==> src/rtl/exp_cfg.svh <==
`ifndef EXP_CFG_SVH
`define EXP_CFG_SVH

// exponent bias of bfloat16
`define EXP_BIAS 127

// smallest input exponent that can reach the computed path
`define EXP_FIX_BASE_EXP 118

// log2(e) as unsigned q1.15
`define EXP_LOG2E_Q15 47274

// width of the 2^(k/64) table index
`define EXP_FRAC_BITS 6

////////////////////////////////////////////////////////////
// clamping thresholds, magnitudes without the sign bit
////////////////////////////////////////////////////////////
`define EXP_MIN_POS     16'h3B80
`define EXP_MAX_POS     16'h42B2
`define EXP_MIN_NEG_MAG 16'h3B01
`define EXP_MAX_NEG_MAG 16'h42BA

////////////////////////////////////////////////////////////
// direct results
////////////////////////////////////////////////////////////
`define EXP_ONE  16'h3F80
`define EXP_PINF 16'h7F80
`define EXP_ZERO 16'h0000
`define EXP_QNAN 16'h7FC0

`endif

==> src/rtl/exp_pkg.sv <==
package exp_pkg;

    // bfloat16 word and its fields
    typedef logic [15:0] bf16_t;
    typedef logic [7:0]  exp_field_t;   // biased exponent
    typedef logic [6:0]  man_field_t;   // stored fraction, hidden bit dropped

    // operand magnitude, 7 integer and 16 fraction bits
    typedef logic [22:0] fix_mag_t;

    // integer power n of the result, -135 .. 134
    typedef logic signed [8:0] pow_int_t;

    // index k of 2^(k/64)
    typedef logic [5:0] frac_idx_t;

    // sequencer states
    typedef enum logic [1:0]
    {
        ST_IDLE  = 2'd0,
        ST_CHECK = 2'd1,    // operand captured, classify result sampled
        ST_WAIT  = 2'd2,    // computed path in flight
        ST_DONE  = 2'd3     // result held until padv
    } exp_state_t;

endpackage

==> src/rtl/exp_if.sv <==
`timescale 1ns/1ps

// operand out to the classifier, direct result back
interface exp_check_if;

    exp_pkg::bf16_t operand;
    logic           is_special;
    exp_pkg::bf16_t special_result;
    logic           is_clamp_neg_huge;  // large negative input, result already zero

    modport ctrl
    (
        output operand,
        input  is_special,
        input  special_result,
        input  is_clamp_neg_huge
    );

    modport classify
    (
        input  operand,
        output is_special,
        output special_result,
        output is_clamp_neg_huge
    );

endinterface

// reduced operand, power and fraction index, valid together
interface exp_reduce_if;

    logic                 valid;
    exp_pkg::pow_int_t    pow_int;
    exp_pkg::frac_idx_t   frac_idx;
    logic                 zero_frac;

    modport reduce   (output valid, output pow_int, output frac_idx, output zero_frac);
    modport assemble (input  valid, input  pow_int, input  frac_idx, input  zero_frac);

endinterface

==> src/rtl/exp_assemble.sv <==
`timescale 1ns/1ps
`include "exp_cfg.svh"

module exp_assemble
(
    input  logic                clk,
    input  logic                rst,
    exp_reduce_if.assemble      red,
    output exp_pkg::bf16_t      result_o,
    output logic                result_valid_o
);

    logic signed [9:0]      biased;     // result exponent before saturation
    exp_pkg::man_field_t    man_d;
    exp_pkg::bf16_t         word_d;

    // round(128 * 2^(k/64)) - 128
    function automatic exp_pkg::man_field_t man_lut(input exp_pkg::frac_idx_t k);
        case (k)
            6'd1:    man_lut = 7'd1;
            6'd2:    man_lut = 7'd3;
            6'd3:    man_lut = 7'd4;
            6'd4:    man_lut = 7'd6;
            6'd5:    man_lut = 7'd7;
            6'd6:    man_lut = 7'd9;
            6'd7:    man_lut = 7'd10;
            6'd8:    man_lut = 7'd12;
            6'd9:    man_lut = 7'd13;
            6'd10:   man_lut = 7'd15;
            6'd11:   man_lut = 7'd16;
            6'd12:   man_lut = 7'd18;
            6'd13:   man_lut = 7'd19;
            6'd14:   man_lut = 7'd21;
            6'd15:   man_lut = 7'd23;
            6'd16:   man_lut = 7'd24;   // 2^(1/4)
            6'd17:   man_lut = 7'd26;
            6'd18:   man_lut = 7'd28;
            6'd19:   man_lut = 7'd29;
            6'd20:   man_lut = 7'd31;
            6'd21:   man_lut = 7'd33;
            6'd22:   man_lut = 7'd34;
            6'd23:   man_lut = 7'd36;
            6'd24:   man_lut = 7'd38;
            6'd25:   man_lut = 7'd40;
            6'd26:   man_lut = 7'd42;
            6'd27:   man_lut = 7'd43;
            6'd28:   man_lut = 7'd45;
            6'd29:   man_lut = 7'd47;
            6'd30:   man_lut = 7'd49;
            6'd31:   man_lut = 7'd51;
            6'd32:   man_lut = 7'd53;   // sqrt(2)
            6'd33:   man_lut = 7'd55;
            6'd34:   man_lut = 7'd57;
            6'd35:   man_lut = 7'd59;
            6'd36:   man_lut = 7'd61;
            6'd37:   man_lut = 7'd63;
            6'd38:   man_lut = 7'd65;
            6'd39:   man_lut = 7'd67;
            6'd40:   man_lut = 7'd69;
            6'd41:   man_lut = 7'd72;
            6'd42:   man_lut = 7'd74;
            6'd43:   man_lut = 7'd76;
            6'd44:   man_lut = 7'd78;
            6'd45:   man_lut = 7'd80;
            6'd46:   man_lut = 7'd83;
            6'd47:   man_lut = 7'd85;
            6'd48:   man_lut = 7'd87;   // 2^(3/4)
            6'd49:   man_lut = 7'd90;
            6'd50:   man_lut = 7'd92;
            6'd51:   man_lut = 7'd94;
            6'd52:   man_lut = 7'd97;
            6'd53:   man_lut = 7'd99;
            6'd54:   man_lut = 7'd102;
            6'd55:   man_lut = 7'd104;
            6'd56:   man_lut = 7'd107;
            6'd57:   man_lut = 7'd109;
            6'd58:   man_lut = 7'd112;
            6'd59:   man_lut = 7'd115;
            6'd60:   man_lut = 7'd117;
            6'd61:   man_lut = 7'd120;
            6'd62:   man_lut = 7'd123;
            6'd63:   man_lut = 7'd125;
            default: man_lut = 7'd0;
        endcase
    endfunction

    ////////////////////////////////////////////////////////////
    // exponent assembly with saturation
    ////////////////////////////////////////////////////////////
    assign man_d  = red.zero_frac ? '0 : man_lut(red.frac_idx);    // exact power of two
    assign biased = 10'(`EXP_BIAS) + 10'(red.pow_int);

    always_comb
    begin
        if (biased >= 10'sd255)
            word_d = `EXP_PINF;                 // overflow
        else if (biased <= 10'sd0)
            word_d = `EXP_ZERO;                 // denormals flushed too
        else
            word_d = {1'b0, biased[7:0], man_d};
    end

    always_ff @(posedge clk)
    begin
        if (rst)
            result_valid_o <= 1'b0;
        else
            result_valid_o <= red.valid;
    end

    always_ff @(posedge clk)
    begin
        if (red.valid)
            result_o <= word_d;
    end

    // one item in flight so each result follows a single valid pulse
    a_valid_follows: assert property (@(posedge clk) disable iff (rst)
        result_valid_o |-> !red.valid);

endmodule

==> src/rtl/exp_classify.sv <==
`timescale 1ns/1ps
`include "exp_cfg.svh"

module exp_classify
(
    exp_check_if.classify check
);

    logic                   op_sign;
    exp_pkg::exp_field_t    op_exp;
    exp_pkg::man_field_t    op_man;
    logic [15:0]            op_mag;     // magnitude, zero extended for the compares

    logic is_nan;
    logic is_inf;
    logic is_zero_dn;
    logic below_min;
    logic above_max;

    assign op_sign = check.operand[15];
    assign op_exp  = check.operand[14:7];
    assign op_man  = check.operand[6:0];
    assign op_mag  = {1'b0, check.operand[14:0]};

    ////////////////////////////////////////////////////////////
    // field decode
    ////////////////////////////////////////////////////////////
    assign is_nan     = (op_exp == 8'hFF) && (op_man != '0);
    assign is_inf     = (op_exp == 8'hFF) && (op_man == '0);
    assign is_zero_dn = (op_exp == '0);     // zero or denormal

    // thresholds differ per sign
    assign below_min = op_sign ? (op_mag < `EXP_MIN_NEG_MAG) : (op_mag < `EXP_MIN_POS);
    assign above_max = op_sign ? (op_mag > `EXP_MAX_NEG_MAG) : (op_mag > `EXP_MAX_POS);

    ////////////////////////////////////////////////////////////
    // direct result select
    ////////////////////////////////////////////////////////////
    always_comb
    begin
        check.is_special     = 1'b1;
        check.special_result = `EXP_ONE;
        if (is_nan)
            check.special_result = `EXP_QNAN;   // canonical quiet nan
        else if (is_inf)
            check.special_result = op_sign ? `EXP_ZERO : `EXP_PINF;
        else if (is_zero_dn || below_min)
            check.special_result = `EXP_ONE;
        else if (above_max)
            check.special_result = op_sign ? `EXP_ZERO : `EXP_PINF;
        else
            check.is_special = 1'b0;            // goes through the table path
    end

    // -inf lands here as well
    assign check.is_clamp_neg_huge = op_sign && !is_nan && (op_mag > `EXP_MAX_NEG_MAG);

endmodule

==> src/rtl/exp_ctrl.sv <==
`timescale 1ns/1ps
`include "exp_cfg.svh"

module exp_ctrl
(
    input  logic            clk,
    input  logic            rst,
    input  logic            valid_i,
    input  exp_pkg::bf16_t  data_i,
    input  logic            padv_i,
    output logic            ready_o,
    output logic            valid_o,
    output exp_pkg::bf16_t  data_o,
    exp_check_if.ctrl       check,
    output logic            start_o,
    output exp_pkg::bf16_t  operand_o,
    input  exp_pkg::bf16_t  result_i,
    input  logic            result_valid_i
);

    exp_pkg::exp_state_t    state;
    exp_pkg::bf16_t         operand_q;
    logic                   accept;

    assign ready_o       = (state == exp_pkg::ST_IDLE);
    assign accept        = valid_i && ready_o;
    assign check.operand = operand_q;
    assign operand_o     = operand_q;
    assign start_o       = (state == exp_pkg::ST_CHECK) && !check.is_special;

    ////////////////////////////////////////////////////////////
    // sequencer
    ////////////////////////////////////////////////////////////
    always_ff @(posedge clk)
    begin
        if (rst)
        begin
            state   <= exp_pkg::ST_IDLE;
            valid_o <= 1'b0;
        end
        else
        begin
            case (state)
                exp_pkg::ST_IDLE:
                    if (accept)
                        state <= exp_pkg::ST_CHECK;
                exp_pkg::ST_CHECK:
                begin
                    if (check.is_special)
                    begin
                        state   <= exp_pkg::ST_DONE;
                        valid_o <= 1'b1;
                    end
                    else
                        state <= exp_pkg::ST_WAIT;  // start_o fires this cycle
                end
                exp_pkg::ST_WAIT:
                    if (result_valid_i)
                    begin
                        state   <= exp_pkg::ST_DONE;
                        valid_o <= 1'b1;
                    end
                default:                            // ST_DONE
                    if (padv_i)
                    begin
                        state   <= exp_pkg::ST_IDLE;
                        valid_o <= 1'b0;
                    end
            endcase
        end
    end

    // operand capture and output register
    always_ff @(posedge clk)
    begin
        if (accept)
            operand_q <= data_i;
        if ((state == exp_pkg::ST_CHECK) && check.is_special)
            data_o <= check.special_result;
        else if ((state == exp_pkg::ST_WAIT) && result_valid_i)
            data_o <= result_i;
    end

    a_valid_done: assert property (@(posedge clk) disable iff (rst)
        valid_o |-> (state == exp_pkg::ST_DONE));

    a_hold: assert property (@(posedge clk) disable iff (rst)
        valid_o && !padv_i |=> valid_o && $stable(data_o));

    a_result_in_wait: assert property (@(posedge clk) disable iff (rst)
        result_valid_i |-> (state == exp_pkg::ST_WAIT));

    // classify decision shows up on the output one cycle later
    a_neg_huge_zero: assert property (@(posedge clk) disable iff (rst)
        (state == exp_pkg::ST_CHECK) && check.is_clamp_neg_huge |=> data_o == `EXP_ZERO);

endmodule

==> src/rtl/exp_range_reduce.sv <==
`timescale 1ns/1ps
`include "exp_cfg.svh"

module exp_range_reduce
(
    input  logic                clk,
    input  logic                rst,
    input  logic                start_i,
    input  exp_pkg::bf16_t      operand_i,
    exp_reduce_if.reduce        red
);

    logic                   op_sign;
    exp_pkg::exp_field_t    op_exp;
    logic [7:0]             sig;        // significand with hidden bit
    logic [3:0]             shamt;
    exp_pkg::fix_mag_t      fix_mag;
    logic [$bits(exp_pkg::fix_mag_t)+15:0] prod;
    logic [13:0]            scaled;     // |x|*log2(e), 6 fraction bits
    logic [7:0]             t_int;
    exp_pkg::frac_idx_t     t_frac;
    exp_pkg::pow_int_t      pow_d;
    exp_pkg::frac_idx_t     k_d;

    assign op_sign = operand_i[15];
    assign op_exp  = operand_i[14:7];
    assign sig     = {1'b1, operand_i[6:0]};

    // computed path only sees exponents 118 .. 133
    assign shamt   = 4'(op_exp - exp_pkg::exp_field_t'(`EXP_FIX_BASE_EXP));
    assign fix_mag = exp_pkg::fix_mag_t'(sig) << shamt;
    assign prod    = fix_mag * 16'(`EXP_LOG2E_Q15);
    assign scaled  = prod[$high(prod):25];  // drop 25 of the 31 fraction bits
    assign t_int   = scaled[13:`EXP_FRAC_BITS];
    assign t_frac  = scaled[`EXP_FRAC_BITS-1:0];

    ////////////////////////////////////////////////////////////
    // split into n and k, floor for negative operands
    ////////////////////////////////////////////////////////////
    always_comb
    begin
        if (op_sign)
        begin
            pow_d = exp_pkg::pow_int_t'(-$signed({1'b0, t_int}));
            k_d   = -t_frac;                    // 64 - k, stays 0 for k == 0
            if (t_frac != '0)
                pow_d = pow_d - 9'sd1;
        end
        else
        begin
            pow_d = exp_pkg::pow_int_t'({1'b0, t_int});
            k_d   = t_frac;
        end
    end

    always_ff @(posedge clk)
    begin
        if (rst)
            red.valid <= 1'b0;
        else
            red.valid <= start_i;
    end

    always_ff @(posedge clk)
    begin
        if (start_i)
        begin
            red.pow_int   <= pow_d;
            red.frac_idx  <= k_d;
            red.zero_frac <= (k_d == '0);
        end
    end

    a_pow_range: assert property (@(posedge clk) disable iff (rst)
        red.valid |-> (red.pow_int >= -9'sd135) && (red.pow_int <= 9'sd134));

endmodule

==> src/rtl/exp_top.sv <==
`timescale 1ns/1ps

module exp_top
(
    input  logic            clk,
    input  logic            rst,
    input  logic            valid_i,
    input  exp_pkg::bf16_t  data_i,
    input  logic            padv_i,
    output logic            ready_o,
    output logic            valid_o,
    output exp_pkg::bf16_t  data_o
);

    exp_check_if    check_if ();
    exp_reduce_if   red_if ();

    logic           start;
    exp_pkg::bf16_t operand;
    exp_pkg::bf16_t result;
    logic           result_valid;

    exp_ctrl u_ctrl
    (
        .clk            (clk),
        .rst            (rst),
        .valid_i        (valid_i),
        .data_i         (data_i),
        .padv_i         (padv_i),
        .ready_o        (ready_o),
        .valid_o        (valid_o),
        .data_o         (data_o),
        .check          (check_if.ctrl),
        .start_o        (start),
        .operand_o      (operand),
        .result_i       (result),
        .result_valid_i (result_valid)
    );

    exp_classify u_classify (.check (check_if.classify));

    exp_range_reduce u_range_reduce
    (
        .clk        (clk),
        .rst        (rst),
        .start_i    (start),
        .operand_i  (operand),
        .red        (red_if.reduce)
    );

    exp_assemble u_assemble
    (
        .clk            (clk),
        .rst            (rst),
        .red            (red_if.assemble),
        .result_o       (result),
        .result_valid_o (result_valid)
    );

endmodule

==> config.mk <==
export PLATFORM = sky130hd
export DESIGN_NAME = exp_top
export DESIGN_NICKNAME = d
export VERILOG_FILES = /design/src/rtl/exp_pkg.sv /design/src/rtl/exp_if.sv /design/src/rtl/exp_assemble.sv /design/src/rtl/exp_classify.sv /design/src/rtl/exp_ctrl.sv /design/src/rtl/exp_range_reduce.sv /design/src/rtl/exp_top.sv
export VERILOG_INCLUDE_DIRS = /design/src /design/src/rtl
export SDC_FILE = /design/constraint.sdc
export NUM_CORES = 1
export LEC_CHECK = 0
export BUFFER_PORTS_ARGS = -buffer_cell sky130_fd_sc_hd__buf_4
export CAP_MARGIN = 10
export CORE_UTILIZATION = 60
export DETAILED_ROUTE_END_ITERATION = 10
export GPL_TIMING_DRIVEN = 0
export PLACE_DENSITY = 0.8
export SETUP_SLACK_MARGIN = 0.1
export SYNTH_ARGS = -nofsm -noshare
export SYNTH_HDL_FRONTEND = slang
export SYNTH_SLANG_ARGS = --single-unit
==> constraint.sdc <==
create_clock -name clk -period 13.6 [get_ports clk]
set_input_delay 1.36 -clock clk [delete_from_list [all_inputs] [get_ports clk]]
set_output_delay 1.36 -clock clk [all_outputs]
set_load 0.01 [all_outputs]
==> results of run 1 <==
[kinds of logic after synthesis]
family	count (synthesis)	synth area share
buf+inv	250	0.0864
compound gates	229	0.141
other cells	1	0.000335
xor+xnor	42	0.0348
fa+ha+maj	290	0.399
flops	74	0.188
mux	30	0.0284
simple gates	270	0.123
[layer usage]
metal  track usage  up-vias
met5             0        -
met4        0.0999        0
met3        0.0539       55
met2         0.451      330
met1         0.386     4220
li1              -     4158
[how the worst min path moves through the flow]
stage / from / endpoint / cells after the start
global route: flip-flop / u_assemble.result_o[0]$_SDFFCE_PP0P_ / 1
detailed placement: flip-flop / u_assemble.result_o[2]$_SDFFCE_PP0P_ / 1
CTS: flip-flop / u_assemble.result_o[2]$_SDFFCE_PP0P_ / 1
floorplan: flip-flop / u_assemble.result_o[0]$_SDFFCE_PP0P_ / 1
finish: flip-flop / u_assemble.result_o[2]$_SDFFCE_PP0P_ / 1
global placement: u_ctrl.valid_o$_SDFFE_PP0P_ / u_ctrl.valid_o$_SDFFE_PP0P_ / 2
[state kept, by name, indices dropped and copies added, names as in the netlist, named ones only]
| signal | flops |
|---|---|
| u_assemble.result_o | 15 |
| u_range_reduce.red.zero_frac | 1 |
| u_ctrl.state | 2 |
| u_range_reduce.red.frac_idx | 6 |
| u_ctrl.data_o | 15 |
| u_range_reduce.red.valid | 1 |
| u_assemble.result_valid_o | 1 |
| u_ctrl.check.operand | 16 |
| u_range_reduce.red.pow_int | 9 |
| u_ctrl.valid_o | 1 |
[worst register-to-register path, delay by kind of cell (launching register included)]
family                   cells  cell delay (ps)
multiplexers                 1              210
buffers and inverters       13             2700
adder cells (fa/ha/maj)     10             4240
AND/OR/NAND/NOR              5              580
flip-flops                   1              450
AO/OA/AOI/OAI               11             3280
[layout make-up]
cell class	count	area, µm²
buffer	35	159
sequential	74	2100
tap	229	287
clock inverter	7	81.3
fill	1367	6020
timing repair buffer	37	278
inverter	215	807
multi-input combinational	862	8120
clock buffer	9	225
[placed cells by master (no fill, tap or decap), types with 19 or more instances in the layout]
cell type / count
xnor2_1: 27
clkbuf_1: 23
nand3_1: 19
buf_4: 41
mux2i_1: 25
fa_1: 111
nor2_1: 73
ha_1: 179
and2_1: 20
nand2_1: 66
a21o_1: 29
o21ai_0: 50
a21oi_1: 51
inv_1: 213
edfxtp_1: 62
[metrics by stage]
step / hold slack (ps) / cells / setup slack (ps) / utilization
floorplan: 482 / 1186 / 3940 / -
global placement: 478 / 1451 / 2220 / 0.649
detailed placement: 491 / 1452 / 2260 / 0.650
CTS: 504 / 1468 / 2190 / 0.667
global route: 527 / 1468 / 1010 / 0.667
finish: 498 / 1468 / 2010 / 0.667
==> flow_metrics.env, run 1 <==
export IMPL_grt_overflow=0
export IMPL_antenna_found_initial=0
export IMPL_cp_data_arrival_time_ps=11770
export IMPL_path_buf_inv=13
export IMPL_rows=49
export IMPL_insertion_delay_ps=330
export IMPL_cts_max_path_buffers=2
export IMPL_place_congestion=0.968
export IMPL_synth_main_ff_cell="edfxtp_1"
export IMPL_path_class="flip-flop to flip-flop"
export IMPL_cp_start_kind="flip-flop"
export IMPL_grt_max_degree=26
export IMPL_met3WireLength_mm=2.03
export IMPL_n_antenna_cell=0
export IMPL_cp_required_ps=13780
export IMPL_tritoncts="done"
export IMPL_grt_pass1_wl_mm=42.9
export IMPL_async_flop_share=0
export IMPL_outcome="finished, violations left"
export IMPL_root_buffer="clkbuf_16"
export IMPL_synth_edf_count=62
export IMPL_drv_slew=0
export IMPL_port_buffers=36
export IMPL_post_dp_cell_area_um2=11800
export IMPL_cp_top_family="adder cells"
export IMPL_reg2reg_slack_ps=2010
export IMPL_start_util=0.618
export IMPL_dieArea_um2=19200
export IMPL_die_y_um=139
export IMPL_wl_met2_mm=11.5
export IMPL_violations="DRC"
export IMPL_finalCriticalPeriod_ps=11590
export IMPL_finalWirelength_mm=25.5
export IMPL_grt_pass1_vias=8694
export IMPL_netlist_instances=1186
export IMPL_syn_cell_area_um2=11200
export IMPL_dp_hpwl_mm=21.4
export IMPL_cp_startpoint="u_ctrl.check.operand[8]$_DFFE_PP_"
export IMPL_setup_tns_final_ps=0
export IMPL_syn_avg_cell_area_um2=9.43
export IMPL_fp_dieW_um=139
export IMPL_final_area_um2=12100
export IMPL_fmax_ghz=0.0863
export IMPL_cts_hold_fix_buffers=0
export IMPL_syn_nets=1496
export IMPL_ios=38
export IMPL_highest_layer="met4"
export IMPL_core_area_um2=18100
export IMPL_drcViolationCount=14
export IMPL_seq_area_frac_synth=0.188
export IMPL_slew_headroom=0.115
export IMPL_cp_end_kind="flip-flop"
export IMPL_timing_final_crit_share=0.852
export IMPL_cts_buffers=9
export IMPL_cts_sinks=74
export IMPL_yosysTopAreaCellShare=0.200
export IMPL_vias=8763
export IMPL_synthTopCellsByCount="inv_1, ha_1, fa_1, nor2_1, nand2_1"
export IMPL_regToRegStartpoint="u_ctrl.check.operand[8]$_DFFE_PP_"
export IMPL_yosysWarnings=0
export IMPL_rsz0062_at_grt="false"
export IMPL_cts_resized=0
export IMPL_synth_area_leaders="ha_1, fa_1, edfxtp_1, inv_1, nor2_1"
export IMPL_area_growth_pct=7.84
export IMPL_wl_met1_mm=11.1
export IMPL_worst_pin_slew_ps=1310
export IMPL_vias_per_cell=5.97
export IMPL_slowest_delay_ps=670
export IMPL_post_cts_buffers=0
export IMPL_wl_per_cell_um=17.4
export IMPL_hp_class="flip-flop to flip-flop"
export IMPL_max_cap_violations=0
export IMPL_first_pass_iters=8
export IMPL_worstPathMaxFanout=10
export IMPL_r2r_cells=40
export IMPL_synth_largest_area_cell="ha_1"
export IMPL_yosys_register_bits=74
export IMPL_ant_nets=0
export IMPL_path_clk_slew_ps=60
export IMPL_slowest_stage="a21oi_1"
export IMPL_htreeDepth=3
export IMPL_fin_skew_ps=9.14
export IMPL_cp_depth=40
export IMPL_ys_types=89
export IMPL_finalSetupViolCount=0
export IMPL_yosysMostFrequentCell="inv_1"
export IMPL_crit_top_cell="inv_1"
export IMPL_drt_iter0_drc=752
export IMPL_hold_viol=0
export IMPL_layout_nets=1544
export IMPL_drive_gt1_frac=0.0710
export IMPL_grt_use_total=0.283
Power of run 1 is not shown: default switching activity piles up to over one toggle a cycle in this logic, so the estimate is an artifact.
==> run 2: changes to the inputs <==
Settings changed: CORE_MARGIN from default to 2.
==> flow_metrics.env, run 2 (same netlist as run 1, synthesis figures left out) <==
export IMPL_outcome="finished, final reports clean"
export IMPL_grt_overflow=0
export IMPL_worst_pin_slew_ps=1240
export IMPL_hp_class="flip-flop to flip-flop"
export IMPL_die_y_um=141
export IMPL_setup_tns_final_ps=0
export IMPL_reg2reg_slack_ps=2030
export IMPL_highest_layer="met4"
export IMPL_cts_resized=0
export IMPL_cp_start_kind="flip-flop"
export IMPL_drt_iter0_drc=635
export IMPL_ios=38
export IMPL_drv_slew=0
export IMPL_multi_input_area_um2=8120
export IMPL_cts_hold_fix_buffers=0
export IMPL_timing_final_crit_share=0.851
export IMPL_place_ws_ps=2350
export IMPL_crit_top_cell="inv_1"
export IMPL_antenna_found_initial=0
export IMPL_utilization=0.665
export IMPL_n_antenna_cell=0
export IMPL_max_cap_violations=0
export IMPL_min_to="u_assemble.result_o[2]$_SDFFCE_PP0P_"
export IMPL_rows=49
export IMPL_cp_data_arrival_time_ps=11740
export IMPL_regToRegStartpoint="u_ctrl.check.operand[8]$_DFFE_PP_"
export IMPL_met3WireLength_mm=1.84
export IMPL_path_class="flip-flop to flip-flop"
export IMPL_post_cts_buffers=0
export IMPL_wl_met2_mm=11.7
export IMPL_root_buffer="clkbuf_16"
export IMPL_timing_final_ws_setup_ps=2030
export IMPL_finalSetupViolCount=0
export IMPL_path_clk_slew_ps=60
export IMPL_core_area_um2=18100
export IMPL_slowest_delay_ps=700
export IMPL_dieArea_um2=19700
export IMPL_fmax_ghz=0.0864
export IMPL_slowest_stage="a21oi_1"
export IMPL_htreeDepth=3
export IMPL_nFillCells=1400
export IMPL_grt_max_degree=26
export IMPL_port_buffers=36
export IMPL_layout_nets=1545
export IMPL_finalCriticalPeriod_ps=11570
export IMPL_final_common_cell="inv_1"
export IMPL_fp_dieW_um=141
export IMPL_rsz0062_at_grt="false"
export IMPL_cts_max_path_buffers=2
export IMPL_min_path_cells=1
export IMPL_worstPathMaxFanout=10
export IMPL_area_growth_pct=7.93
export IMPL_slew_headroom=0.164
export IMPL_drive_gt1_frac=0.0718
export IMPL_fin_skew_ps=7.38
export IMPL_wl_met1_mm=11.4
export IMPL_ant_nets=0
export IMPL_grt_pass1_wl_mm=43.4
export IMPL_start_util=0.616
export IMPL_grt_use_total=0.274
export IMPL_final_cell_mix="inv_1, ha_1, fa_1"
export IMPL_cp_end_kind="flip-flop"
export IMPL_wl_per_cell_um=17.5
export IMPL_place_congestion=0.948
export IMPL_cts_sinks=74
export IMPL_r2r_cells=40
export IMPL_cp_required_ps=13770
export IMPL_first_pass_iters=5
export IMPL_finalWirelength_mm=25.7
export IMPL_final_seq_area_um2=2100
export IMPL_hold_viol=0
export IMPL_grt_pass1_vias=8814
export IMPL_vias=8727
export IMPL_vias_per_cell=5.94
export IMPL_cts_buffers=9
export IMPL_drcViolationCount=0
export IMPL_dp_hpwl_mm=21.6
export IMPL_largest_reg_flops=16
export IMPL_insertion_delay_ps=330
export IMPL_tritoncts="done"
## run 2: cell types whose count changed in the layout (fill, tap and decap cells not counted), sizes merged
cell	change
clkinv	+1
clkbuf	+1
inv	-1
## run 2: stage by stage
step | instance area (µm²) | std cells | hold slack [ps]
after floorplan | 11200 | 1186 | 482
after global placement | 11700 | 1451 | 479
after detailed placement | 11800 | 1452 | 486
after CTS | 12100 | 1468 | 501
after global routing | 12100 | 1469 | 525
final | 12100 | 1469 | 504
## run 2: worst max path at each step
stage / from / end / slack (ps) / cells past startpoint
4_1_cts: u_ctrl.check.operand[8]$_DFFE_PP_ / flip-flop / 2280 / 39
6_report: u_ctrl.check.operand[8]$_DFFE_PP_ / flip-flop / 2030 / 40
2_1_floorplan: u_ctrl.check.operand[8]$_DFFE_PP_ / flip-flop / 3940 / 39
3_5_place_dp: u_ctrl.check.operand[8]$_DFFE_PP_ / flip-flop / 2350 / 39
5_1_grt: u_ctrl.check.operand[8]$_DFFE_PP_ / flip-flop / 1080 / 40
3_3_place_gp: u_ctrl.check.operand[8]$_DFFE_PP_ / flip-flop / 2240 / 38
## run 2: critical path, delay by kind of cell, from the launching register on
family | cells | cell delay [ps]
compound gates | 11 | 3230
fa+ha+maj | 10 | 4230
buf+inv | 13 | 2710
flops | 1 | 460
mux | 1 | 170
simple gates | 5 | 610
## run 2: layer usage
metal	GRT usage	up-vias
met5	0	-
met1	0.386	4196
met2	0.436	307
met3	0.0513	55
li1	-	4169
met4	0.0774	0
## run 2: layout make-up
type,instances,area share
Multi-Input combinational cell,862,0.673
Sequential cell,74,0.174
Inverter,215,0.0669
Tap cell,229,0.0237
Timing Repair Buffer,38,0.0236
Clock buffer,9,0.0187
Buffer,35,0.0132
Clock inverter,7,0.00694
Power of run 2 is left out for the same reason.
